<file path="src/memPkg.sv">
package memPkg;

  ////////////////////////////////////////////////////////////
  // Widths
  ////////////////////////////////////////////////////////////

  // Data path width in bits
  localparam int DATA_W = 32;

  // Byte lanes in one word
  localparam int BYTES_PER_WORD = 4;

  // Default data memory depth in words
  localparam int DEFAULT_DEPTH = 256;

  ////////////////////////////////////////////////////////////
  // Types
  ////////////////////////////////////////////////////////////

  // One data word, also used for byte addresses
  typedef logic [DATA_W-1:0] dataT;

  // Byte n enables data bits 8n+7..8n
  typedef logic [BYTES_PER_WORD-1:0] byteEnT;

  // Destination register index for writeback
  typedef logic [4:0] regIdxT;

  // Memory opcode handed over by the execute stage
  typedef enum logic [3:0] {
    MEM_NONE,
    MEM_LW,
    MEM_LH,
    MEM_LHU,
    MEM_LB,
    MEM_LBU,
    MEM_SW,
    MEM_SH,
    MEM_SB
  } memOpT;

  // Access width, word first
  typedef enum logic [1:0] {
    WIDTH_WORD = 2'b00,
    WIDTH_HALF = 2'b01,
    WIDTH_BYTE = 2'b10
  } accessWidthT;

endpackage

</file>
<file path="src/memIfs.sv">
`timescale 1ns/1ps

////////////////////////////////////////////////////////////
// EX/MEM request as seen by the MEM stage
////////////////////////////////////////////////////////////

interface memAccessIf;
  // Access strobes, never both high
  logic                memRead;
  logic                memWrite;
  // Access shape
  memPkg::accessWidthT width;
  logic                loadUnsigned;
  // Operands
  memPkg::dataT        addr;
  memPkg::dataT        storeData;
  memPkg::regIdxT      regIdx;

  // Pipeline register side
  modport stage (output memRead, memWrite, width, loadUnsigned, addr, storeData, regIdx);
  // Store lane placement
  modport store (input memWrite, width, addr, storeData);
  // Load extraction and MEM/WB register
  modport load (input memRead, width, loadUnsigned, addr, regIdx);
endinterface

////////////////////////////////////////////////////////////
// Data memory port
////////////////////////////////////////////////////////////

interface memPortIf;
  // Write side, already lane aligned
  logic           wrEn;
  memPkg::byteEnT byteEn;
  memPkg::dataT   addr;
  memPkg::dataT   wrData;
  // Whole word read back
  memPkg::dataT   rdData;

  modport requester (output wrEn, byteEn, addr, wrData);
  modport memory (input wrEn, byteEn, addr, wrData, output rdData);
  modport reader (input rdData);
endinterface

</file>
<file path="src/loadUnit.sv">
`timescale 1ns/1ps

module loadUnit (
  input  logic           clk,
  input  logic           rstN,
  memAccessIf.load       req,
  memPortIf.reader       port,
  output logic           loadValid,
  output memPkg::dataT   loadData,
  output memPkg::regIdxT loadReg
);

  // Byte offset inside the word
  logic [1:0]   lane;
  // Selected slices before extension
  logic [15:0]  halfSel;
  logic [7:0]   byteSel;
  memPkg::dataT extData;

  assign lane = req.addr[1:0];

  ////////////////////////////////////////////////////////////
  // Lane extraction
  ////////////////////////////////////////////////////////////

  // Half from bit 1 only, bit 0 ignored
  assign halfSel = lane[1] ? port.rdData[31:16] : port.rdData[15:0];
  // Byte from any of the four lanes
  assign byteSel = port.rdData[{lane, 3'b000} +: 8];

  ////////////////////////////////////////////////////////////
  // Sign or zero extension
  ////////////////////////////////////////////////////////////

  always_comb begin
    extData = port.rdData;
    case (req.width)
      memPkg::WIDTH_HALF: begin
        if (req.loadUnsigned) begin
          extData = {16'b0, halfSel};
        end else begin
          extData = {{16{halfSel[15]}}, halfSel};
        end
      end
      memPkg::WIDTH_BYTE: begin
        if (req.loadUnsigned) begin
          extData = {24'b0, byteSel};
        end else begin
          extData = {{24{byteSel[7]}}, byteSel};
        end
      end
      // Word passes through unchanged
      default: extData = port.rdData;
    endcase
  end

  ////////////////////////////////////////////////////////////
  // MEM/WB register
  ////////////////////////////////////////////////////////////

  // Valid only for loads
  always_ff @(posedge clk) begin
    if (!rstN) begin
      loadValid <= 1'b0;
    end else begin
      loadValid <= req.memRead;
    end
  end

  // Loaded word and its destination
  always_ff @(posedge clk) begin
    loadData <= extData;
    loadReg  <= req.regIdx;
  end

endmodule

</file>
<file path="src/flat_wrapper.sv">
// flat-port wrapper written by rule: the top's interface ports become plain ports
module loadUnit_flat 
  (clk, rstN, loadValid, loadData, loadReg, req_memRead, req_width, req_loadUnsigned, req_addr, req_regIdx, port_rdData);
  memAccessIf req_i ();
  memPortIf port_i ();
  input  logic clk;
  input  logic rstN;
  output logic loadValid;
  output memPkg::dataT loadData;
  output memPkg::regIdxT loadReg;
  input wire logic [$bits(req_i.memRead)-1:0] req_memRead;
  input wire logic [$bits(req_i.width)-1:0] req_width;
  input wire logic [$bits(req_i.loadUnsigned)-1:0] req_loadUnsigned;
  input wire logic [$bits(req_i.addr)-1:0] req_addr;
  input wire logic [$bits(req_i.regIdx)-1:0] req_regIdx;
  input wire logic [$bits(port_i.rdData)-1:0] port_rdData;
  assign req_i.memRead = req_memRead;
  assign req_i.width = req_width;
  assign req_i.loadUnsigned = req_loadUnsigned;
  assign req_i.addr = req_addr;
  assign req_i.regIdx = req_regIdx;
  assign port_i.rdData = port_rdData;
  loadUnit u_core (.clk(clk), .rstN(rstN), .req(req_i), .port(port_i), .loadValid(loadValid), .loadData(loadData), .loadReg(loadReg));
endmodule
</file>
<file path="config.mk">
export PLATFORM = sky130hd
export DESIGN_NAME = loadUnit_flat
export DESIGN_NICKNAME = d
export VERILOG_FILES = /design/src/memPkg.sv /design/src/memIfs.sv /design/src/loadUnit.sv /design/src/flat_wrapper.sv
export SDC_FILE = /design/constraint.sdc
export NUM_CORES = 1
export LEC_CHECK = 0
export ABC_CLOCK_PERIOD_IN_PS = 1100
export BUFFER_PORTS_ARGS = -buffer_cell sky130_fd_sc_hd__buf_4
export CORE_ASPECT_RATIO = 1.1
export CORE_MARGIN = 10
export CORE_UTILIZATION = 35
export DETAILED_ROUTE_END_ITERATION = 10
export PLACE_DENSITY = 0.84
export RECOVER_POWER = 100
export SYNTH_ARGS = -nofsm -noshare
export SYNTH_HDL_FRONTEND = slang
export SYNTH_SLANG_ARGS = --single-unit
</file>
<file path="constraint.sdc">
create_clock -name clk -period 1.1 [get_ports clk]
set_input_delay 0 -clock clk [delete_from_list [all_inputs] [get_ports clk]]
set_output_delay 0 -clock clk [all_outputs]
set_load 0.05 [all_outputs]
</file>
==> out/qor.txt <==
top cell type's share of synthesized area: 52.7%
outcome: finished, final reports clean
ANT nets after route: 0
Final Hold Viols: 0
Power Density: 1450 nW/um2
Final Cycle Share: 98.8%
Slew headroom: 80.3%
worst hold path type: in -> reg
worst-margin pin slew: 0.297 ns
clk sinks: 38
Die Footprint: 7100 um2
clock buffer depth: 2
Post-synth EDFFs: 0
DRT Wirelength: 5140 um
metal2 WL: 2850 um
RSZ-0062 raised after global routing: false
DR pass1 iterations: 4
critical path's slowest cell: dlygate4sd3_1
Avg WL per Cell: 15.8 um
CP Buf/Inv Count: 2
Tot Pwr: 3.73 mW
placed cell area: 2210 um2
fill count: 350
drt initial violations: 111
initial antenna violation count: 2
Layout Nets: 348
CP delay by family, top: buffers and inverters
Starting Density: 36.4%
HPWL Detailed: 3500 um
Final GP Congestion: 0.808
setup_tns: 0 ns
H-tree levels: 2
Distinct cells, synth: 22
met1 wire length: 1780 um
final instance area: 2580 um2
clk root buf: clkbuf_8
clk slew on worst S/H paths: 0.07 ns
Tot GR Track Use: 14.3%
Setup-failing EPs final: 0
cts bufs inserted: 5
Pleak: 1.24 nW
worst slack, placed: -0.147 ns
Synth Flop Type: dfxtp_1
Max Clk Rate: 0.920 GHz
area growth from synthesis to layout: 78.5%
crit-path max FO: 2
# Max-Cap Violations: 0
core area: 3960 um2
top cells by area, synth: dfxtp_1 (53%), nand2_1 (8.1%), mux2_2 (6.2%)
DRC: 0
Crit. End Element: register
yosys warns: 0
CP Launch Type: input port
syn_nets: 223
IO Pins: 113
Die W: 81.2 um
Critical Path Max Stage Delay: 0.55 ns
CTS tree: done
post-synthesis sequential area ratio: 52.7%
most area-hungry cell type in the Yosys netlist: dfxtp_1
most numerous cell in the Yosys netlist: dfxtp_1
Post-Syn Area: 1440 um2
Slew Viols, Final: 0
Seq cells post-synth: 38
fin crit period: 1.09 ns
I/O Buffers: 82
Row Count: 24
Peak supply drop: 0.000636 V
crit path kind: in -> reg
Max Used Layer: met4
list of most frequent post-synthesis cells: dfxtp_1 (38), nand2_1 (31), a21oi_1 (16)
Die Ht: 87.4 um
setup ws final: 0.0128 ns
Met3 Wirelength: 444 um
Avg Inst Size Synth: 9.89 um2
CP arrival: 1.26 ns
pin count of the biggest net entering global routing: 18
Setup Buffers After CTS: 0
ratio of cells with drive above 1 in the final layout: 41.3%
Synth async-reset ratio: 0%
via-per-instance ratio: 4.64
Critical Path RT: 1.27 ns
vias in the first global route: 1526
first-pass GRT wire length: 7760 um
Overflow after GRT: 0
crit-path cells: dlygate4sd3_1 -> buf_4 -> mux2_2 -> a32oi_1 -> o2bb2ai_1
Cells after Synth: 146
via count: 1507
-- power by group --
| part | switching (mW) | internal [mW] |
|---|---|---|
| clock | 0.423 | 0.435 |
| combinational | 0.850 | 0.459 |
| sequential | 0.0392 | 1.53 |
| total | 1.31 | 2.42 |
-- tightest hold or removal path, stage by stage --
cell and delay, ns:
buf_4 0.09, a32oi_1 0.08, o2bb2ai_1 0.13
-- area by class of cell --
type / instances / area [um2] / area share, %
timing repair buffer: 130 / 1010 / 39.2
sequential: 38 / 761 / 29.5
multi-input combinational: 93 / 637 / 24.7
clock buffer: 7 / 76.3 / 2.96
tap: 52 / 65.1 / 2.52
inverter: 3 / 23.8 / 0.922
antenna: 2 / 5.00 / 0.194
-- metal layers --
layer / vias up / track usage [%]
li1: 747 / -
met1: 689 / 13.7
met2: 62 / 26.4
met3: 9 / 5.06
met4: 0 / 6.61
met5: - / 0
-- kinds of logic after synthesis --
family          synth area share [%]
compound gates                  18.1
fa+ha+maj                       1.73
buf+inv                         5.37
flops                           52.7
mux                             7.28
simple gates                    14.8
-- what timing repair did --
item,4_1_cts,5_1_grt
endpoints found under the setup margin,0,1
hold buffers,39,0
resized for setup,0,1
hold endpoints to repair,38,0
-- final timing paths --
kind | from | end | slack, ns | cells after the start
max | port_rdData[13] | u_core.loadData[5] | 0.01 | 5
min | port_rdData[23] | u_core.loadData[7] | 0.06 | 3
-- sequential cells by signal, summed over array words and instances, names as in the netlist --
signal            cells
u_core.loadValid      1
u_core.loadData      32
u_core.loadReg        5
-- cells in the final DEF, fill, tap and decap left out, types with 2 or more instances in the layout --
cell,n
o2bb2ai_1,8
diode_2,2
mux2_2,8
a32oi_1,7
clkbuf_4,7
nand2_1,32
nor2b_1,8
dlygate4sd3_1,39
buf_12,3
clkbuf_2,39
clkbuf_1,3
ha_4,2
a21oi_1,16
and2_0,2
buf_4,41
dfxtp_1,38
clkbuf_8,5
-- through the flow --
step	utilization, %	hold slack, ns	std cells
CTS	67.4	0.0432	323
finish	65.0	0.0578	325
global placement	55.7	0.105	277
floorplan	-	0.0277	146
global route	65.0	0.0960	325
detailed placement	55.7	0.107	277
No activity file was read; power rests on OpenSTA's default activity.
