$ cat src/memPkg.sv
package memPkg;

  ////////////////////////////////////////////////////////////
  // Widths
  ////////////////////////////////////////////////////////////

  // Data path width in bits
  localparam int DATA_W = 32;

  // Byte lanes in one word
  localparam int BYTES_PER_WORD = 4;

  // Default data memory depth in words
  localparam int DEFAULT_DEPTH = 256;

  ////////////////////////////////////////////////////////////
  // Types
  ////////////////////////////////////////////////////////////

  // One data word, also used for byte addresses
  typedef logic [DATA_W-1:0] dataT;

  // Byte n enables data bits 8n+7..8n
  typedef logic [BYTES_PER_WORD-1:0] byteEnT;

  // Destination register index for writeback
  typedef logic [4:0] regIdxT;

  // Memory opcode handed over by the execute stage
  typedef enum logic [3:0] {
    MEM_NONE,
    MEM_LW,
    MEM_LH,
    MEM_LHU,
    MEM_LB,
    MEM_LBU,
    MEM_SW,
    MEM_SH,
    MEM_SB
  } memOpT;

  // Access width, word first
  typedef enum logic [1:0] {
    WIDTH_WORD = 2'b00,
    WIDTH_HALF = 2'b01,
    WIDTH_BYTE = 2'b10
  } accessWidthT;

endpackage

$ cat src/memIfs.sv
`timescale 1ns/1ps

////////////////////////////////////////////////////////////
// EX/MEM request as seen by the MEM stage
////////////////////////////////////////////////////////////

interface memAccessIf;
  // Access strobes, never both high
  logic                memRead;
  logic                memWrite;
  // Access shape
  memPkg::accessWidthT width;
  logic                loadUnsigned;
  // Operands
  memPkg::dataT        addr;
  memPkg::dataT        storeData;
  memPkg::regIdxT      regIdx;

  // Pipeline register side
  modport stage (output memRead, memWrite, width, loadUnsigned, addr, storeData, regIdx);
  // Store lane placement
  modport store (input memWrite, width, addr, storeData);
  // Load extraction and MEM/WB register
  modport load (input memRead, width, loadUnsigned, addr, regIdx);
endinterface

////////////////////////////////////////////////////////////
// Data memory port
////////////////////////////////////////////////////////////

interface memPortIf;
  // Write side, already lane aligned
  logic           wrEn;
  memPkg::byteEnT byteEn;
  memPkg::dataT   addr;
  memPkg::dataT   wrData;
  // Whole word read back
  memPkg::dataT   rdData;

  modport requester (output wrEn, byteEn, addr, wrData);
  modport memory (input wrEn, byteEn, addr, wrData, output rdData);
  modport reader (input rdData);
endinterface

$ cat src/storeAlign.sv
`timescale 1ns/1ps

module storeAlign (
  memAccessIf.store   req,
  memPortIf.requester port
);

  // Byte offset inside the addressed word
  logic [1:0]      lane;
  memPkg::dataT    laneData;
  memPkg::byteEnT  laneEn;

  assign lane = req.addr[1:0];

  ////////////////////////////////////////////////////////////
  // Lane placement and byte enables
  ////////////////////////////////////////////////////////////

  always_comb begin
    // Unused lanes carry zero
    laneData = '0;
    laneEn   = '0;
    case (req.width)
      memPkg::WIDTH_WORD: begin
        // Whole word, offset ignored
        laneData = req.storeData;
        laneEn   = 4'b1111;
      end
      memPkg::WIDTH_HALF: begin
        // Bit 1 picks the half, bit 0 ignored
        if (lane[1]) begin
          laneData = {req.storeData[15:0], 16'b0};
          laneEn   = 4'b1100;
        end else begin
          laneData = {16'b0, req.storeData[15:0]};
          laneEn   = 4'b0011;
        end
      end
      memPkg::WIDTH_BYTE: begin
        // Low byte moved up by 8 bits per lane
        laneData = memPkg::dataT'(req.storeData[7:0]) << {lane, 3'b000};
        laneEn   = memPkg::byteEnT'(4'b0001 << lane);
      end
      default: ;
    endcase
  end

  ////////////////////////////////////////////////////////////
  // Memory port
  ////////////////////////////////////////////////////////////

  // Only stores write
  assign port.wrEn   = req.memWrite;
  assign port.byteEn = laneEn;
  assign port.wrData = laneData;
  // Same address serves the read path
  assign port.addr   = req.addr;

endmodule

$ cat src/flat_wrapper.sv
// flat-port wrapper written by rule: the top's interface ports become plain ports
module storeAlign_flat 
  (req_memWrite, req_width, req_addr, req_storeData, port_wrEn, port_byteEn, port_addr, port_wrData);
  memAccessIf req_i ();
  memPortIf port_i ();
  input wire logic [$bits(req_i.memWrite)-1:0] req_memWrite;
  input wire logic [$bits(req_i.width)-1:0] req_width;
  input wire logic [$bits(req_i.addr)-1:0] req_addr;
  input wire logic [$bits(req_i.storeData)-1:0] req_storeData;
  output wire logic [$bits(port_i.wrEn)-1:0] port_wrEn;
  output wire logic [$bits(port_i.byteEn)-1:0] port_byteEn;
  output wire logic [$bits(port_i.addr)-1:0] port_addr;
  output wire logic [$bits(port_i.wrData)-1:0] port_wrData;
  assign req_i.memWrite = req_memWrite;
  assign req_i.width = req_width;
  assign req_i.addr = req_addr;
  assign req_i.storeData = req_storeData;
  assign port_wrEn = port_i.wrEn;
  assign port_byteEn = port_i.byteEn;
  assign port_addr = port_i.addr;
  assign port_wrData = port_i.wrData;
  storeAlign u_core (.req(req_i), .port(port_i));
endmodule
$ cat config.mk
export PLATFORM = sky130hd
export DESIGN_NAME = storeAlign_flat
export DESIGN_NICKNAME = d
export VERILOG_FILES = /design/src/memPkg.sv /design/src/memIfs.sv /design/src/storeAlign.sv /design/src/flat_wrapper.sv
export SDC_FILE = /design/constraint.sdc
export NUM_CORES = 1
export LEC_CHECK = 0
export BUFFER_PORTS_ARGS = -buffer_cell sky130_fd_sc_hd__buf_2
export CORE_MARGIN = 3
export CORE_UTILIZATION = 28
export DETAILED_ROUTE_END_ITERATION = 12
export PLACE_DENSITY = 0.84
export RECOVER_POWER = 50
export REMOVE_ABC_BUFFERS = 1
export SYNTH_ARGS = -nofsm -noshare
export SYNTH_HDL_FRONTEND = slang
export SYNTH_SLANG_ARGS = --single-unit
export TNS_END_PERCENT = 50
$ cat constraint.sdc
create_clock -name vclk -period 1.2
set_input_delay 0.18 -clock vclk [all_inputs]
set_output_delay 0.18 -clock vclk [all_outputs]
set_load 0.01 [all_outputs]
==> results.cfg, run 1 <==
[pwr]
design_power_total_mw = 0.489
vdd.ir_drop.worst_mv = 0.237
pwr_dens_nw_per_um2 = 387
power.leakage_nw = 0.693

[logic_synthesis]
synthesis.yosys.warnings = 0
cells_after_synthesis = 102
synth_seq_area_share_pct = 0
synth_area_per_cell_um2 = 7.46
netlist.area_leader.share_pct = 33.6
synth_cell_types = 18
synth_top_cells_by_area = sky130_fd_sc_hd__buf_4 34%, sky130_fd_sc_hd__a221o_1 21%, sky130_fd_sc_hd__and3_1 13%
synth_area_leader_cell = sky130_fd_sc_hd__buf_4
syn_area_um2 = 761

[die]
fp.coreArea_um2 = 2520
ios = 136
rows = 18
dieArea_um2 = 3380
chipWidth_um = 58.1
die_y_extent_um = 58.1
initial_core_util_pct = 30.2

[routing]
wirelength_um = 4310
drt.antenna.violating_nets = 0
count_of_vias_placed_by_the_detailed_router = 1039
routedWlPerCell_um = 22.4
residual_drc_count = 0
drt_iter0_markers = 33
route.detailed.vias_per_inst = 5.41
drt-pass1-iter-count = 4

[sta]
timing.final.ws_setup_ns = -0.207
max_freq_mhz = 711
final_slew_viol_count = 0
final_min_period_over_clock_period_pct = 117
fin_crit_ns = 1.41
timing_worst_slew_pin_value_ns = 0.260
setup-violations-final = 34
slew_headroom_pct = 82.7
grt_setup_unrepaired = yes
hold_viol = 0

[placement]
place.detailed.hpwl_um = 3340
place_area_um2 = 976
rd_place_congestion = 0.775
portBuffers = 74

[worst_setup_path]
critical_path_start_type = input pin
cpPeakStageDelay_ns = 0.24
worstPathMaxFanout = 5
critical_path_arrival_ns = 1.23
path_common_cell = sky130_fd_sc_hd__buf_6
criticalPathCategory = input pin to primary output
critical_path.cell_chain = buf_8, buf_6, nand2b_4, nor3b_4, buf_6, a22o_1, buf_2
cpMaxStageDelayCell = sky130_fd_sc_hd__nor3b_4
cp_top_family = buffers and inverters
setup.worst_path.end_class = primary output
critPathLaunch = req_width[0]
crit_required_ns = 1.02
critical_path_buf_inv_count = 4

[global_routing]
groute.usage.overall_pct = 25.0
grt_pass1_wl_um = 6140
first_global_vias = 1021
antenna_found_initial = 2
grt_start_max_net_pins = 15
grt-ovfl-total = 0

[worst_hold_path]
hold_path_startpoint = req_addr[3]
hp-class = input pin to primary output

[cells_and_area]
design.final.nets = 230
synthToLayoutAreaGrowth_pct = 66.1
fillCellCount = 264
layout.cells.most_common = sky130_fd_sc_hd__buf_2
drive_gt1_share_pct = 75.8
final_cell_mix = 69 x sky130_fd_sc_hd__buf_2, 16 x sky130_fd_sc_hd__a221o_1, 13 x sky130_fd_sc_hd__and3_4
area_of_the_multi_input_gates_um2 = 604
seq_cells = 0
sequential_area_um2 = 0
final_util_pct = 50.1
layout.cell_area.non_filler_um2 = 1260
final.clkbuf_count = 0

[flow_run]
cap_viol_max_count = 0

[outcome]
violations_in_the_final_reports = setup timing
outcome = finished with violations
## cell usage after synthesis
cell type                  count
sky130_fd_sc_hd__nor2b_1       8
sky130_fd_sc_hd__nor2_2        3
sky130_fd_sc_hd__inv_1         1
sky130_fd_sc_hd__nor2b_2       1
sky130_fd_sc_hd__buf_2         1
sky130_fd_sc_hd__nor2_1        1
sky130_fd_sc_hd__buf_4        34
sky130_fd_sc_hd__a21oi_2       1
sky130_fd_sc_hd__a22o_1        8
sky130_fd_sc_hd__and3_1       16
sky130_fd_sc_hd__or2_2         3
sky130_fd_sc_hd__a221o_1      16
sky130_fd_sc_hd__clkbuf_1      2
sky130_fd_sc_hd__nor3b_4       1
sky130_fd_sc_hd__a21oi_1       2
sky130_fd_sc_hd__nand2b_1      2
sky130_fd_sc_hd__nand2_1       1
sky130_fd_sc_hd__nor3_1        1
## stage by stage
step / hold WS (ns) / setup slack, ns / TNS, ns / cells
2_1_floorplan: 0.360 / -0.00785 / -0.126 / 65
3_3_place_gp: 0.360 / -0.532 / -13.87 / 179
4_1_cts: 0.360 / -0.186 / -3.44 / 189
6_report: 0.360 / -0.207 / -3.94 / 192
5_1_grt: 0.360 / -0.253 / -5.66 / 192
3_5_place_dp: 0.360 / -0.576 / -14.44 / 179
## repair_timing
action                                  4_1_cts  5_1_grt
endpoints found under the setup margin       36       36
hold buffers                                  0        0
gates cloned                                  1        0
buffers inserted                              9        2
hold endpoints to repair                      0        0
resized for setup                            42        5
pin swaps                                    37        5
## cell families after synthesis
group / count (synthesis) / synth area share [%]
and+or+nand+nor: 37 / 31.6
AOI/OAI and AO/OA: 27 / 32.7
buffers and inverters: 38 / 35.7
## area by class of cell
class	count	share of cell area, %
Timing Repair Buffer	96	48.7
Multi-Input combinational cell	64	47.8
Tap cell	30	2.97
Inverter	1	0.297
Antenna cell	1	0.198
## worst paths after layout
kind	cells past startpoint	endpoint	slack, ns
worst max-delay path	7	port_wrData[10]	-0.21
worst min-delay path	0	port_addr[3]	0.36
## routing by layer
metal,up-vias,part of all wire [%],GRT usage (%)
met5,-,0.16,3.17
met4,2,1.5,2.98
met3,6,19,20.0
met2,89,42,36.6
met1,466,38,29.1
li1,476,-,-
## power by group
| group | switching (mW) | internal, mW |
|---|---|---|
| Combinational | 0.225 | 0.264 |
| Clock | 0 | 0.000000111 |
| Sequential | 0 | 0 |
| Total | 0.225 | 0.264 |
Power figures use the tool's default switching activity.
==> run 2, diff against run 1 <==
==> constraint.sdc (replaced) <==
create_clock -name vclk -period 1.2
set_input_delay 0.18 -clock vclk [all_inputs]
set_output_delay 0.18 -clock vclk [all_outputs]
set_load 0.1 [all_outputs]
==> results.cfg, run 2 (synthesis results as in run 1) <==
[outcome]
outcome = finished with violations
violations_in_the_final_reports = setup timing

[cells_and_area]
final.clkbuf_count = 0
layout.cells.most_common = sky130_fd_sc_hd__buf_12
antenna_cells = 0
seq_cells = 0
drive_gt1_share_pct = 77.1
final_util_pct = 74.2
layout.cell_area.non_filler_um2 = 1870
fillCellCount = 181
area_of_the_multi_input_gates_um2 = 661
final-instance-count-excl-fill = 187
synthToLayoutAreaGrowth_pct = 146
sequential_area_um2 = 0
final_cell_mix = 41 x sky130_fd_sc_hd__buf_12, 32 x sky130_fd_sc_hd__buf_2, 16 x sky130_fd_sc_hd__a221o_1
design.final.nets = 226

[sta]
hold_viol = 0
final_slew_viol_count = 0
setup-violations-final = 35
tns_ns = -9.50
fin_crit_ns = 1.55
final_min_period_over_clock_period_pct = 129
slew_headroom_pct = 73.1
max_freq_mhz = 644
timing.final.ws_setup_ns = -0.353
grt_setup_unrepaired = yes
timing_worst_slew_pin_value_ns = 0.403
hold-worst-slack_ns = 0.361

[routing]
route.detailed.vias_per_inst = 5.89
count_of_vias_placed_by_the_detailed_router = 1101
residual_drc_count = 0
wirelength_um = 4870
drt.antenna.violating_nets = 0
drt-pass1-iter-count = 5
drt_iter0_markers = 38
routedWlPerCell_um = 26.0

[worst_hold_path]
min_delay_worst_endpoint = port_addr[3]
hp-class = input pin to primary output
timing.hold.worst_path_depth = 0
hold_path_startpoint = req_addr[3]

[global_routing]
grt_pass1_wl_um = 6380
first_global_vias = 1052
grt_start_max_net_pins = 17
antenna_found_initial = 1
grt-ovfl-total = 0
groute.usage.overall_pct = 25.7

[pwr]
pwr_dens_nw_per_um2 = 783
design_power_total_mw = 1.47
power.leakage_nw = 0.910
vdd.ir_drop.worst_mv = 0.548

[worst_setup_path]
critical_path_start_type = input pin
crit_required_ns = 1.02
criticalPathCategory = input pin to primary output
setup.worst_path.end_class = primary output
critical_path_arrival_ns = 1.37
worstPathMaxFanout = 8

[die]
ios = 136
initial_core_util_pct = 30.2
chipWidth_um = 58.1
die_y_extent_um = 58.1
fp.coreArea_um2 = 2520
dieArea_um2 = 3380
rows = 18

[flow_run]
cap_viol_max_count = 0

[placement]
place_area_um2 = 1550
portBuffers = 74
place.detailed.hpwl_um = 3660
dpl_worst_slack_ns = -0.621
rd_place_congestion = 0.907
placed_cells_incl_taps = 179

[clocking]
number_of_hold_buffers_added_after_cts = 0
==> run 2: timing repair <==
item | CTS | global route
endpoints found under the setup margin | 36 | 36
gates resized for setup | 45 | 9
pin swaps | 25 | 11
buffers inserted | 5 | 3
==> run 2: how the worst max path moves through the flow <==
stage	start	to	slack, ns	cells past startpoint
global placement	req_width[0]	port_wrData[24]	-0.61	4
floorplan	req_addr[1]	port_wrData[0]	-0.95	3
global route	req_width[0]	port_wrData[29]	-0.39	7
finish	req_width[0]	port_wrData[29]	-0.35	7
detailed placement	req_width[0]	port_wrData[29]	-0.62	4
CTS	req_width[0]	port_wrData[8]	-0.29	7
==> run 2: power by group <==
group | leakage (nW) | switching [mW] | internal [mW]
Sequential | 0 | 0 | 0
Clock | 0 | 0 | 0
Combinational | 0.910 | 0.911 | 0.554
==> run 2: final cells by class <==
class | count | area share (%)
Inverter | 1 | 0.201
Multi-Input combinational cell | 64 | 35.3
Tap cell | 30 | 2.01
Timing Repair Buffer | 92 | 62.5
==> run 2: layer usage <==
metal | share of wire (%) | track usage, % | up-vias
met5 | 0.14 | 3.17 | -
met4 | 0.86 | 0 | 2
met3 | 19 | 22.3 | 6
met2 | 47 | 41.5 | 115
met1 | 33 | 26.9 | 510
li1 | - | - | 468
==> run 2: worst max-delay path: stages <==
cell	delay (ns)
sky130_fd_sc_hd__buf_8	0.10
sky130_fd_sc_hd__buf_6	0.11
sky130_fd_sc_hd__nand2b_4	0.16
sky130_fd_sc_hd__buf_12	0.13
sky130_fd_sc_hd__nor2_4	0.23
sky130_fd_sc_hd__a221o_1	0.27
sky130_fd_sc_hd__buf_12	0.19
