<file path="config.mk">
export PLATFORM = sky130hd
export DESIGN_NAME = memRequestStage_flat
export DESIGN_NICKNAME = d
export VERILOG_FILES = /design/src/memPkg.sv /design/src/memIfs.sv /design/src/memRequestStage.sv /design/src/flat_wrapper.sv
export SDC_FILE = /design/constraint.sdc
export NUM_CORES = 1
export LEC_CHECK = 0
export BUFFER_PORTS_ARGS = -buffer_cell sky130_fd_sc_hd__buf_2
export CORE_AREA = 5 5 74 76
export DETAILED_ROUTE_END_ITERATION = 10
export DIE_AREA = 0 0 79 81
export GPL_TIMING_DRIVEN = 1
export PLACE_DENSITY = 0.73
export SLEW_MARGIN = 20
export SYNTH_ARGS = -nofsm -noshare
export SYNTH_HDL_FRONTEND = slang
export SYNTH_SLANG_ARGS = --single-unit
</file>
<file path="constraint.sdc">
create_clock -name clk -period 1.1 [get_ports clk]
set_input_delay 0.165 -clock clk [delete_from_list [all_inputs] [get_ports clk]]
set_output_delay 0.165 -clock clk [all_outputs]
set_load 0.01 [all_outputs]
</file>
<file path="src/memPkg.sv">
package memPkg;

  ////////////////////////////////////////////////////////////
  // Widths
  ////////////////////////////////////////////////////////////

  // Data path width in bits
  localparam int DATA_W = 32;

  // Byte lanes in one word
  localparam int BYTES_PER_WORD = 4;

  // Default data memory depth in words
  localparam int DEFAULT_DEPTH = 256;

  ////////////////////////////////////////////////////////////
  // Types
  ////////////////////////////////////////////////////////////

  // One data word, also used for byte addresses
  typedef logic [DATA_W-1:0] dataT;

  // Byte n enables data bits 8n+7..8n
  typedef logic [BYTES_PER_WORD-1:0] byteEnT;

  // Destination register index for writeback
  typedef logic [4:0] regIdxT;

  // Memory opcode handed over by the execute stage
  typedef enum logic [3:0] {
    MEM_NONE,
    MEM_LW,
    MEM_LH,
    MEM_LHU,
    MEM_LB,
    MEM_LBU,
    MEM_SW,
    MEM_SH,
    MEM_SB
  } memOpT;

  // Access width, word first
  typedef enum logic [1:0] {
    WIDTH_WORD = 2'b00,
    WIDTH_HALF = 2'b01,
    WIDTH_BYTE = 2'b10
  } accessWidthT;

endpackage

</file>
<file path="src/memIfs.sv">
`timescale 1ns/1ps

////////////////////////////////////////////////////////////
// EX/MEM request as seen by the MEM stage
////////////////////////////////////////////////////////////

interface memAccessIf;
  // Access strobes, never both high
  logic                memRead;
  logic                memWrite;
  // Access shape
  memPkg::accessWidthT width;
  logic                loadUnsigned;
  // Operands
  memPkg::dataT        addr;
  memPkg::dataT        storeData;
  memPkg::regIdxT      regIdx;

  // Pipeline register side
  modport stage (output memRead, memWrite, width, loadUnsigned, addr, storeData, regIdx);
  // Store lane placement
  modport store (input memWrite, width, addr, storeData);
  // Load extraction and MEM/WB register
  modport load (input memRead, width, loadUnsigned, addr, regIdx);
endinterface


</file>
<file path="src/memRequestStage.sv">
`timescale 1ns/1ps

module memRequestStage (
  input  logic           clk,
  input  logic           rstN,
  input  memPkg::memOpT  op,
  input  memPkg::dataT   addr,
  input  memPkg::dataT   storeData,
  input  memPkg::regIdxT regIdx,
  memAccessIf.stage      req
);

  // Decoded controls, EX side
  logic                isRead;
  logic                isWrite;
  logic                isUnsigned;
  memPkg::accessWidthT decWidth;

  ////////////////////////////////////////////////////////////
  // Opcode decode
  ////////////////////////////////////////////////////////////

  always_comb begin
    // MEM_NONE and unknown codes do nothing
    isRead     = 1'b0;
    isWrite    = 1'b0;
    isUnsigned = 1'b0;
    decWidth   = memPkg::WIDTH_WORD;
    case (op)
      memPkg::MEM_LW: isRead = 1'b1;
      memPkg::MEM_LH: begin
        isRead   = 1'b1;
        decWidth = memPkg::WIDTH_HALF;
      end
      memPkg::MEM_LHU: begin
        isRead     = 1'b1;
        isUnsigned = 1'b1;
        decWidth   = memPkg::WIDTH_HALF;
      end
      memPkg::MEM_LB: begin
        isRead   = 1'b1;
        decWidth = memPkg::WIDTH_BYTE;
      end
      memPkg::MEM_LBU: begin
        isRead     = 1'b1;
        isUnsigned = 1'b1;
        decWidth   = memPkg::WIDTH_BYTE;
      end
      memPkg::MEM_SW: isWrite = 1'b1;
      memPkg::MEM_SH: begin
        isWrite  = 1'b1;
        decWidth = memPkg::WIDTH_HALF;
      end
      memPkg::MEM_SB: begin
        isWrite  = 1'b1;
        decWidth = memPkg::WIDTH_BYTE;
      end
      default: ;
    endcase
  end

  ////////////////////////////////////////////////////////////
  // EX/MEM register
  ////////////////////////////////////////////////////////////

  // Strobes, cleared on reset
  always_ff @(posedge clk) begin
    if (!rstN) begin
      req.memRead  <= 1'b0;
      req.memWrite <= 1'b0;
    end else begin
      req.memRead  <= isRead;
      req.memWrite <= isWrite;
    end
  end

  // Payload follows the strobes
  always_ff @(posedge clk) begin
    req.width        <= decWidth;
    req.loadUnsigned <= isUnsigned;
    req.addr         <= addr;
    req.storeData    <= storeData;
    req.regIdx       <= regIdx;
  end

endmodule

</file>
<file path="src/flat_wrapper.sv">
// flat-port wrapper written by rule: the top's interface ports become plain ports
module memRequestStage_flat 
  (clk, rstN, op, addr, storeData, regIdx, req_memRead, req_memWrite, req_width, req_loadUnsigned, req_addr, req_storeData, req_regIdx);
  memAccessIf req_i ();
  input  logic clk;
  input  logic rstN;
  input  memPkg::memOpT op;
  input  memPkg::dataT addr;
  input  memPkg::dataT storeData;
  input  memPkg::regIdxT regIdx;
  output wire logic [$bits(req_i.memRead)-1:0] req_memRead;
  output wire logic [$bits(req_i.memWrite)-1:0] req_memWrite;
  output wire logic [$bits(req_i.width)-1:0] req_width;
  output wire logic [$bits(req_i.loadUnsigned)-1:0] req_loadUnsigned;
  output wire logic [$bits(req_i.addr)-1:0] req_addr;
  output wire logic [$bits(req_i.storeData)-1:0] req_storeData;
  output wire logic [$bits(req_i.regIdx)-1:0] req_regIdx;
  assign req_memRead = req_i.memRead;
  assign req_memWrite = req_i.memWrite;
  assign req_width = req_i.width;
  assign req_loadUnsigned = req_i.loadUnsigned;
  assign req_addr = req_i.addr;
  assign req_storeData = req_i.storeData;
  assign req_regIdx = req_i.regIdx;
  memRequestStage u_core (.clk(clk), .rstN(rstN), .op(op), .addr(addr), .storeData(storeData), .regIdx(regIdx), .req(req_i));
endmodule
</file>
==> metrics list, run 1 <==
- The flow ran to the end, and the final reports show no timing, DRC or antenna violations.
- Hold is met by 0.0754 ns.
- The initial antenna violation count came to 0.
- Clock Pin Slew Worst Setup and Hold Paths: 0.07 ns
* Number of hold-repair buffers added at the cts stage: 69
- After filler insertion, the fill cell instance count of the layout stands at 338.
- F_max: 1040 MHz
* Critical path's largest stage delay: 0.33 ns
- Summed over all instances, the cell type with the most area after synthesis is sky130_fd_sc_hd__dfxtp_1.
- Yosys printed 0 warnings.
- The die covers 6400 um^2.
- Placement row count: 25
- In this run, distinct cell masters in the synthesized netlist total 12.
- The first routing iteration left 20 violations.
- Adder and majority cell fraction of the synthesized area: 0%
- Shortest period the worst path allows: 0.960 ns
- Element type at the critical path end: output pin
- The final route contains 1536 vias.
- Share of Yosys cell area claimed by the top area cell type: 94.3%
* Total power of the final layout: 5.68 mW
- From synthesis to final layout, the design area changed by 110%.
- Synthesized net count: 162
* Placeable Area: 4660 um^2
- Wire length of the first global-routing pass: 8370 um
- Worst path cell trace: buf_2
- The synthesized netlist devotes 0.557% of its cell area to XOR and XNOR gates.
* Chip Height: 81 um
- RSZ-0062 raised after global routing: no
- Worst Path Buf+Inv: 1
- After detailed routing, the total wire length is 5550 um.
- Entering global routing, the biggest net connects 13 pins.
- Synthesis inferred 74 register bits.
* Pins over their slew limit: 0
- After detailed routing, the average wire length per cell comes to 14.8 um.
* Relative max-transition margin: 78.0%
* Area used by sequential logic in the layout: 1480 um^2
- Number of inserted diodes: 0
- Number of levels in the clock H-tree: 3
- TritonCTS clock tree: done
* Leakage dissipation: 1.64 nW
- The number of gates resized after CTS was 0.
* Worst endpoint required time: 0.94 ns
- The total overflow left after global routing is 0.
- The net count of the finished layout is 391.
* Number of stages on the worst hold path: 2
- Count of endpoints failing hold in the final timing report: 0
- Post CTS Setup Buffer Count: 0
* Post-synthesis instance area: 1570 um^2
* Final total negative setup slack: 0 ns
- Maximum fanout count along the critical path: 1
- Broken down by cell family, the worst path's largest delay share belongs to flip-flops.
* Remaining number of nets flagged by the antenna check after routing: 0
* Layout cells sized above 1: 51.1%
* Starting utilization of the core area: 33.7%
- The critical path in this run is classified as flip-flop to output pin.
- Setup violations remaining at the end of the flow were counted as 0.
- At the pin with the least slew margin, the transition time is 0.322 ns.
- Once layout is complete, the utilization of the core stands at 70.7%.
- Data arrives at the worst endpoint at 0.80 ns.
- GRT Overall Usage: 18.0%
* Compound-Gate Fraction of Synth Area: 1.19%
* DP Wirelength: 3440 um
- CP max stage cell: sky130_fd_sc_hd__dfxtp_1
* Port-buffer cells: 148
- Power density over cell area: 1720 nW/um^2
- Multiplexer cells account for 0% of the synthesized area.
- Synthesis handed over a netlist of 87 instances.
- In this run the worst hold path is classified as primary input to flip-flop.
- Using the TritonRoute via totals, the vias-per-cell ratio works out to 4.10.
- The via count of the first global-routing pass is 1690.
- Across the run, the number of max-cap violations was 0.
- The pre-antenna-repair detailed-routing pass consisted of 3 iterations.
- Summing all multi-input logic gate instances after layout gives 86.3 um^2.
* Syn_area_per_cell: 18.1 um^2
- Horizontal extent of the die: 79 um
- Num CTS Buffers: 9
- Most frequent cells in the layout: sky130_fd_sc_hd__buf_2, sky130_fd_sc_hd__dfxtp_1, sky130_fd_sc_hd__dlygate4sd3_1
* Tcrit/Tclk final: 87.3%
* Final RePlAce weighted congestion: 0.693
- Commonest non-fill, non-tap cell in the layout: sky130_fd_sc_hd__buf_2
- Max clock buf depth: 2
* Boundary Pins: 149
* Synth Area in Simple Gates: 3.74%
- Maximum vdd ir drop: 0.000982 V
* Synth top area cells: sky130_fd_sc_hd__dfxtp_1, sky130_fd_sc_hd__nor3b_1, sky130_fd_sc_hd__a21oi_1, sky130_fd_sc_hd__or4b_1, sky130_fd_sc_hd__a2111oi_0
* Residual DRC: 0
- CP Depth: 1
* Sequential area share after synthesis: 94.3%
* CTS sink cnt: 74
* Clock root buffer: sky130_fd_sc_hd__clkbuf_8
- Dominant combinational cell family by area after synthesis: simple AND/OR/NAND/NOR gates
- The worst setup path is launched from a flip-flop.
logic make-up after synthesis:
group | Yosys count
DFF | 74
and+or+nand+nor | 8
AOI/OAI and AO/OA | 3
xor gates and xnor gates | 1
buffers and inverters | 1
cell type report:
type                    instances  share of cell area, %
flip-flops and latches         74                   44.9
repair buffers                218                   43.6
clock buffers                  11                   4.29
multi-input cells              12                   2.62
clock inverters                 5                   2.35
well taps                      54                   2.05
inverters                       1                  0.114
cells in the mapped netlist (all sizes together):
cell type and number:
dfxtp 74, or4b 1, nor3b 2, or3b 1
nor2b 1, inv 1, a21oi 2, a2111oi 1
xnor2 1, nor3 1, nand3b 1, nand2b 1
layer usage:
| layer | track usage [%] | vias up | share of wire, % |
|---|---|---|---|
| li1 | - | 735 | - |
| met3 | 7.43 | 11 | 9.7 |
| met1 | 15.2 | 706 | 31 |
| met4 | 7.22 | 0 | 1.6 |
| met5 | 0 | - | 0 |
| met2 | 36.4 | 84 | 58 |
where the power goes:
part	internal [mW]	switching [mW]
sequential	2.82	0.0341
combinational	0.358	0.223
clock	1.33	0.908
final timing paths:
path                   startpoint                               to  slack [ns]
min                         op[3]  u_core.req.loadUnsigned$_DFF_P_        0.08
max   u_core.req.addr[14]$_DFF_P_                     req_addr[14]        0.14
stage by stage:
| stage | instance area, um^2 | setup slack [ns] | std cells |
|---|---|---|---|
| after floorplan | 1570 | 0.235 | 87 |
| after global placement | 2390 | 0.0967 | 290 |
| after detailed placement | 2390 | 0.0941 | 290 |
| after CTS | 3300 | 0.125 | 375 |
| after global routing | 3300 | 0.0796 | 375 |
| final | 3300 | 0.140 | 375 |
registers in the layout (all words and copies together) (netlist names):
name	cells
u_core.req.addr	32
u_core.req.loadUnsigned	1
u_core.req.memRead	1
u_core.req.memWrite	1
u_core.req.regIdx	5
u_core.req.storeData	32
u_core.req.width	2
Power figures use the tool's default switching activity.
==> run 2, diff against run 1 <==
--- a/config.mk
+++ b/config.mk
@@ -6,11 +6,13 @@
 export NUM_CORES = 1
 export LEC_CHECK = 0
 export BUFFER_PORTS_ARGS = -buffer_cell sky130_fd_sc_hd__buf_2
-export CORE_AREA = 5 5 74 76
+export CAP_MARGIN = 20
+export CORE_AREA = 5 5 57 97
 export DETAILED_ROUTE_END_ITERATION = 10
-export DIE_AREA = 0 0 79 81
+export DIE_AREA = 0 0 62 102
 export GPL_TIMING_DRIVEN = 1
 export PLACE_DENSITY = 0.73
+export SKIP_LAST_GASP = 1
 export SLEW_MARGIN = 20
 export SYNTH_ARGS = -nofsm -noshare
 export SYNTH_HDL_FRONTEND = slang
==> run 2 against run 1 <==
Against the previous run: flip-flop and latch count is the same; sequential power is essentially flat; fmax shrank 0.84%; critical endpoint is now req_addr[10]; highest routed layer unchanged.
==> metrics list, run 2 (synthesis gave the netlist of run 1 again) <==
- Internal power comes to 5.10 mW.
- RSZ-0062 raised after global routing: no
- From left edge to right edge, the die measures 62 um.
* Tcrit/Tclk final: 88.0%
- Residual DRC: 0
- The net count of the finished layout is 391.
* Vias per std cell: 4.10
* Clock root buffer: sky130_fd_sc_hd__clkbuf_8
* Clock power frac: 45.3%
- Remaining number of nets flagged by the antenna check after routing: 0
- The library cell used most frequently in the layout, excluding fill and tap cells, is sky130_fd_sc_hd__buf_2.
- Row generation in the floorplan step produced 33 rows.
- Traced cell by cell, the critical path runs through buf_2.
- The floorplan step set the die height to 102 um.
- Number of levels in the clock H-tree: 3
- Final total negative setup slack: 0 ns
- Once layout is complete, the utilization of the core stands at 72.7%.
* Maximum number of pins on one net before global-route repair: 13
- Data arrival at the endpoint of the critical path: 0.80 ns
- Leakage dissipation: 1.67 nW
* Switching power share of the total: 18.7%
* Run status: complete, no violations
- Iteration-0 DRC count of the detailed router: 24
- The region available for standard cell placement spans 4620 um^2.
- Final cell count without fillers: 373
- Total setup violations reported at the end of the flow: 0
- Along the worst hold path, the cell count comes to 2.
* Reg power frac: 45.5%
- The initial antenna violation count is 0.
- Pins over their slew limit: 0
- CTS sink cnt: 74
- In the layout the commonest cells are sky130_fd_sc_hd__buf_2, sky130_fd_sc_hd__dfxtp_1, sky130_fd_sc_hd__dlygate4sd3_1.
- Relative max-transition margin: 70.2%
- STA puts the critical path data required time at 0.94 ns.
* Number of fillers in the final layout: 335
- The startpoint identified for the worst hold timing path is op[3].
* Power density over cell area: 1870 nW/um^2
- Standard cell area after detailed placement: 2380 um^2
- During placement, the flow inserted port buffers numbering 148.
* Avg WL per Cell: 14.7 um
* Number of hold-repair buffers added at the cts stage: 69
* Via count: 1529
- Global routing consumed, over all layers together, 18.2% of the routing resources.
* F_max: 1030 MHz
- Die Area: 6320 um^2
- The largest registers in the layout are u_core.req.addr (32), u_core.req.storeData (32), u_core.req.regIdx (5).
* Critical path's largest stage delay: 0.33 ns
- After clock tree synthesis, the clock-pin slew on the worst setup and hold paths is 0.07 ns.
* Shortest period the worst path allows: 0.969 ns
- The count of endpoints failing hold in the final timing report was 0.
- Wire length of the first global-routing pass: 8020 um
- TritonCTS clock tree: done
- Broken down by cell family, the worst path's largest delay share belongs to flip-flops.
- Layout cells sized above 1: 51.4%
* Maximum vdd ir drop: 0.00171 V
- After routing the design area is 3360 um^2.
- Synth-to-Final Area Change: 114%
* Worst Path Buf+Inv: 1
* Max clock buf depth: 2
- Total power of the final layout: 6.28 mW
- Total overflow reported by the global router: 0
* Maximum fanout count along the critical path: 1
- Total Wirelength: 5500 um
- In this run the post-CTS setup repair buffer count came out at 0.
- Total iterations of the first detailed-routing run: 4
- Switching component of the power: 1.17 mW
* Tightest hold margin: 0.0786 ns
- For this configuration, the core starts out at a cell density of 34.0%.
- The congestion estimate from routability-driven global placement came to 0.711.
* DP Wirelength: 3570 um
- The slowest stage of the critical path belongs to the cell sky130_fd_sc_hd__dfxtp_1.
- Number of global-route vias before repair: 1780
- Critical setup path kind: flip-flop to output pin
* Crit start category: flip-flop
- Counting tap cells, the placed design contains a total of 288 instances.
- Comb pwr share: 9.2%
* Maximum capacitance violations: 0
- Prior to clock tree synthesis, the placed netlist has a worst setup slack of 0.0730 ns.
* Number of inserted diodes: 0
- Worst Hold End: u_core.req.loadUnsigned$_DFF_P_
- Total of cells resized after clock tree synthesis: 0
- Pin slew with the least headroom to its limit: 0.436 ns
* Element type at the critical path end: output pin
- Num CTS Buffers: 9
* Boundary Pins: 149
- Worst hold-check path type: primary input to flip-flop
* Final worst setup slack: 0.131 ns
## run 2: cell count changes in the layout (fill, tap and decap cells not counted), sizes merged
cell and delta:
clkinv -2, bufinv +2, clkinvlp -1, clkbuf +1
## run 2: layout make-up
| class | count | area (um^2) | share of cell area [%] |
|---|---|---|---|
| Timing Repair Buffer | 218 | 1440 | 42.8 |
| Clock buffer | 12 | 165 | 4.91 |
| Multi-Input combinational cell | 12 | 86.3 | 2.57 |
| Tap cell | 52 | 65.1 | 1.94 |
| Inverter | 1 | 3.75 | 0.112 |
| Sequential cell | 74 | 1480 | 44.1 |
| Clock inverter | 4 | 120 | 3.57 |
## run 2: power groups by stage
| stage | Combinational (mW) | Sequential (mW) | Clock, mW |
|---|---|---|---|
| after floorplan | 0.0164 | 3.00 | 0 |
| after global routing | 0.625 | 2.87 | 3.04 |
| after detailed placement | 0.383 | 2.92 | 0 |
| after CTS | 0.579 | 2.86 | 2.91 |
| after global placement | 0.372 | 2.91 | 0 |
| final | 0.580 | 2.85 | 2.84 |
## run 2: how the worst max path moves through the flow
stage               slack (ns)                        startpoint                              to  cells past startpoint
global route              0.10       u_core.req.addr[10]$_DFF_P_                    req_addr[10]                      1
finish                    0.13       u_core.req.addr[10]$_DFF_P_                    req_addr[10]                      1
global placement          0.11                             op[0]  u_core.req.memWrite$_SDFF_PN0_                      3
floorplan                 0.24                             op[1]  u_core.req.memWrite$_SDFF_PN0_                      2
detailed placement        0.07                             op[1]  u_core.req.memWrite$_SDFF_PN0_                      3
CTS                       0.11  u_core.req.storeData[13]$_DFF_P_               req_storeData[13]                      1
## run 2: layer usage
metal	wire [um]	vias up	track usage, %
li1	-	734	-
met1	1530	686	13.6
met2	3170	84	33.3
met3	511	25	6.32
met4	289	0	15.2
met5	0	-	0
==> run 3, diff against run 2 <==
==> constraint.sdc (replaced) <==
create_clock -name clk -period 1.02 [get_ports clk]
set_input_delay 0.153 -clock clk [delete_from_list [all_inputs] [get_ports clk]]
set_output_delay 0.153 -clock clk [all_outputs]
set_load 0.01 [all_outputs]
==> run 3 against run 2 <==
Against the previous run: worst setup slack worse by 0.082 ns; power down 1.6%; global-route usage up 0.81 points; non-clock buffer count unchanged; flip-flop and latch count unchanged; combinational power up 8.8%; die area unchanged; cell area down 1.7%; final cell count down 0.27%; critical path depth unchanged; largest cell class unchanged; highest routed layer unchanged.
==> metrics list, run 3 (synthesis gave the netlist of run 1 again) <==
- Crit start category: flip-flop
- Wire length of the first global-routing pass: 8290 um
- Registers take 1480 um^2.
* RSZ-0062 raised after global routing: no
- The number of clock buffers added by TritonCTS is 9.
- CP max stage cell: sky130_fd_sc_hd__dfxtp_1
- Global routing finished with a remaining overflow of 0.
* Switching power share of the total: 20.2%
- Power spread over the standard cell area amounts to 1870 nW/um^2.
- The cell sitting at the root of the clock tree is a sky130_fd_sc_hd__clkbuf_8.
- Max clock buf depth: 2
* Worst hold-check path type: primary input to flip-flop
- Pins over their slew limit: 0
- Final net count: 391
- Largest registers ranked by flip-flop count: u_core.req.addr (32), u_core.req.storeData (32), u_core.req.regIdx (5)
- In this run the static leakage power is 1.64 nW.
- The first TritonRoute pass finished after 4 iterations.
- The first routing iteration left 7 violations.
- Run status: complete, no violations
* Worst Path Buf+Inv: 1
* Residual DRC: 0
- Among cell families on the critical path, the largest total delay comes from flip-flops.
* Data arrival at the endpoint of the critical path: 0.82 ns
* Reg power frac: 49.9%
- The repair_antennas step left the layout with diodes totalling 0.
- The count of endpoints failing hold in the final timing report came to 0.
- Of the cells placed in the final design, the portion with a size suffix greater than 1 is 51.2%.
- Summing internal, switching and leakage power gives 6.17 mW.
- F_max: 1030 MHz
- The worst hold path terminates at u_core.req.width[0]$_DFF_P_.
* Vias per std cell: 4.15
* Shortest period the worst path allows: 0.970 ns
- For this design the top-level I/O count stands at 149.
- The worst-case IR drop observed on VDD is 0.00224 V.
- In this design, the stage delay of the slowest critical-path cell is 0.34 ns.
* Number of fillers in the final layout: 341
- Worst path cell trace: buf_2
- Of all nets on the critical path, the largest fanout is 1.
* Final total negative setup slack: 0 ns
- The initialized floorplan defines 33 standard-cell rows.
* Switching component of the power: 1.25 mW
- Number of stages on the worst hold path: 2
- Tcrit/Tclk final: 95.1%
- Wires add up to 5800 um.
- Clock Pin Slew Worst Setup and Hold Paths: 0.07 ns
* Maximum capacitance violations: 0
* Internal: 4.93 mW
- Via count: 1545
- Entering global routing, the biggest net connects 13 pins.
- DP Wirelength: 3550 um
- The core region is 4620 um^2.
- The clock drives 74 sinks.
- Starting utilization of the core area: 34.0%
* Tightest hold margin: 0.0800 ns
- In the global route stage, overall resource usage came out at 19.0%.
- In this run the tightest slew margin relative to its limit is 73.5%.
- The critical path in this run is classified as flip-flop to output pin.
* Remaining number of nets flagged by the antenna check after routing: 0
* Synth-to-Final Area Change: 110%
- Clock power frac: 39.9%
* Total setup violations reported at the end of the flow: 0
- Post-CTS timing repair inserted 0 buffers for setup.
- Element type at the critical path end: output pin
- Die Area: 6320 um^2
- At the end of routability-driven placement, the weighted congestion stood at 0.743.
- In this run, the combinational gates consume 10.2% of the power.
- The via count of the first global-routing pass is 1737.
* Chip Height: 102 um
- The H-tree was split into 3 levels.
- Initial antenna violation count: 0
- Commonest non-fill, non-tap cell in the layout: sky130_fd_sc_hd__buf_2
- Worst endpoint required time: 0.87 ns
* Multi-input gate area in the final layout: 86.3 um^2
- The worst hold path begins at op[3].
- Pin slew with the least headroom to its limit: 0.388 ns
- In the layout the commonest cells are sky130_fd_sc_hd__buf_2, sky130_fd_sc_hd__dfxtp_1, sky130_fd_sc_hd__dlygate4sd3_1.
* Horizontal extent of the die: 62 um
- After detailed routing, the average wire length per cell comes to 15.6 um.
* TritonCTS clock tree: done
- Port-buffer cells: 148
## run 3: cell types whose count changed in the layout (fill, tap and decap cells not counted), sizes merged
| cell | delta |
|---|---|
| clkinvlp | +2 |
| clkbuf | -1 |
| bufinv | -2 |
## run 3: layout make-up
cell class                 count  area share, %
sequential                    74           44.9
timing repair buffer         218           43.6
clock buffer                  11           4.59
multi-input combinational     12           2.61
clock inverter                 4           2.27
tap                           52           1.97
inverter                       1          0.114
## run 3: worst max-delay path by stage
stage | from | endpoint | slack, ns | cells after the start
final | u_core.req.storeData[11]$_DFF_P_ | req_storeData[11] | 0.05 | 1
after detailed placement | op[0] | u_core.req.memWrite$_SDFF_PN0_ | 0.05 | 3
after global routing | u_core.req.storeData[11]$_DFF_P_ | req_storeData[11] | 0.01 | 1
after floorplan | op[1] | u_core.req.memWrite$_SDFF_PN0_ | 0.17 | 2
after CTS | u_core.req.storeData[9]$_DFF_P_ | req_storeData[9] | 0.05 | 1
after global placement | op[0] | u_core.req.memWrite$_SDFF_PN0_ | 0.03 | 3
## run 3: per-stage QoR
stage / setup slack (ns) / cell area [um^2] / instances / util (%)
2_1_floorplan: 0.167 / 1570 / 87 / -
3_3_place_gp: 0.0317 / 2380 / 288 / 51.6
3_5_place_dp: 0.0489 / 2380 / 288 / 51.6
4_1_cts: 0.0535 / 3300 / 372 / 71.4
5_1_grt: 0.0113 / 3300 / 372 / 71.4
6_report: 0.0495 / 3300 / 372 / 71.4
## run 3: layer usage
| metal | wire length, um | GRT usage, % |
|---|---|---|
| met5 | 0 | 0 |
| met1 | 1640 | 15.7 |
| met3 | 540 | 7.46 |
| met4 | 286 | 13.4 |
| met2 | 3330 | 33.9 |
## run 3: repair_timing
item / CTS / global route
resized for setup: 0 / 0
endpoints found under the hold margin: 69 / 0
hold buffers: 69 / 0
## run 3: power groups by stage
stage / Combinational [mW] / Sequential (mW) / Clock (mW)
after floorplan: 0.0177 / 3.23 / 0
after global placement: 0.401 / 3.14 / 0
after detailed placement: 0.413 / 3.14 / 0
after CTS: 0.623 / 3.08 / 2.55
after global routing: 0.677 / 3.09 / 2.68
final: 0.631 / 3.08 / 2.46
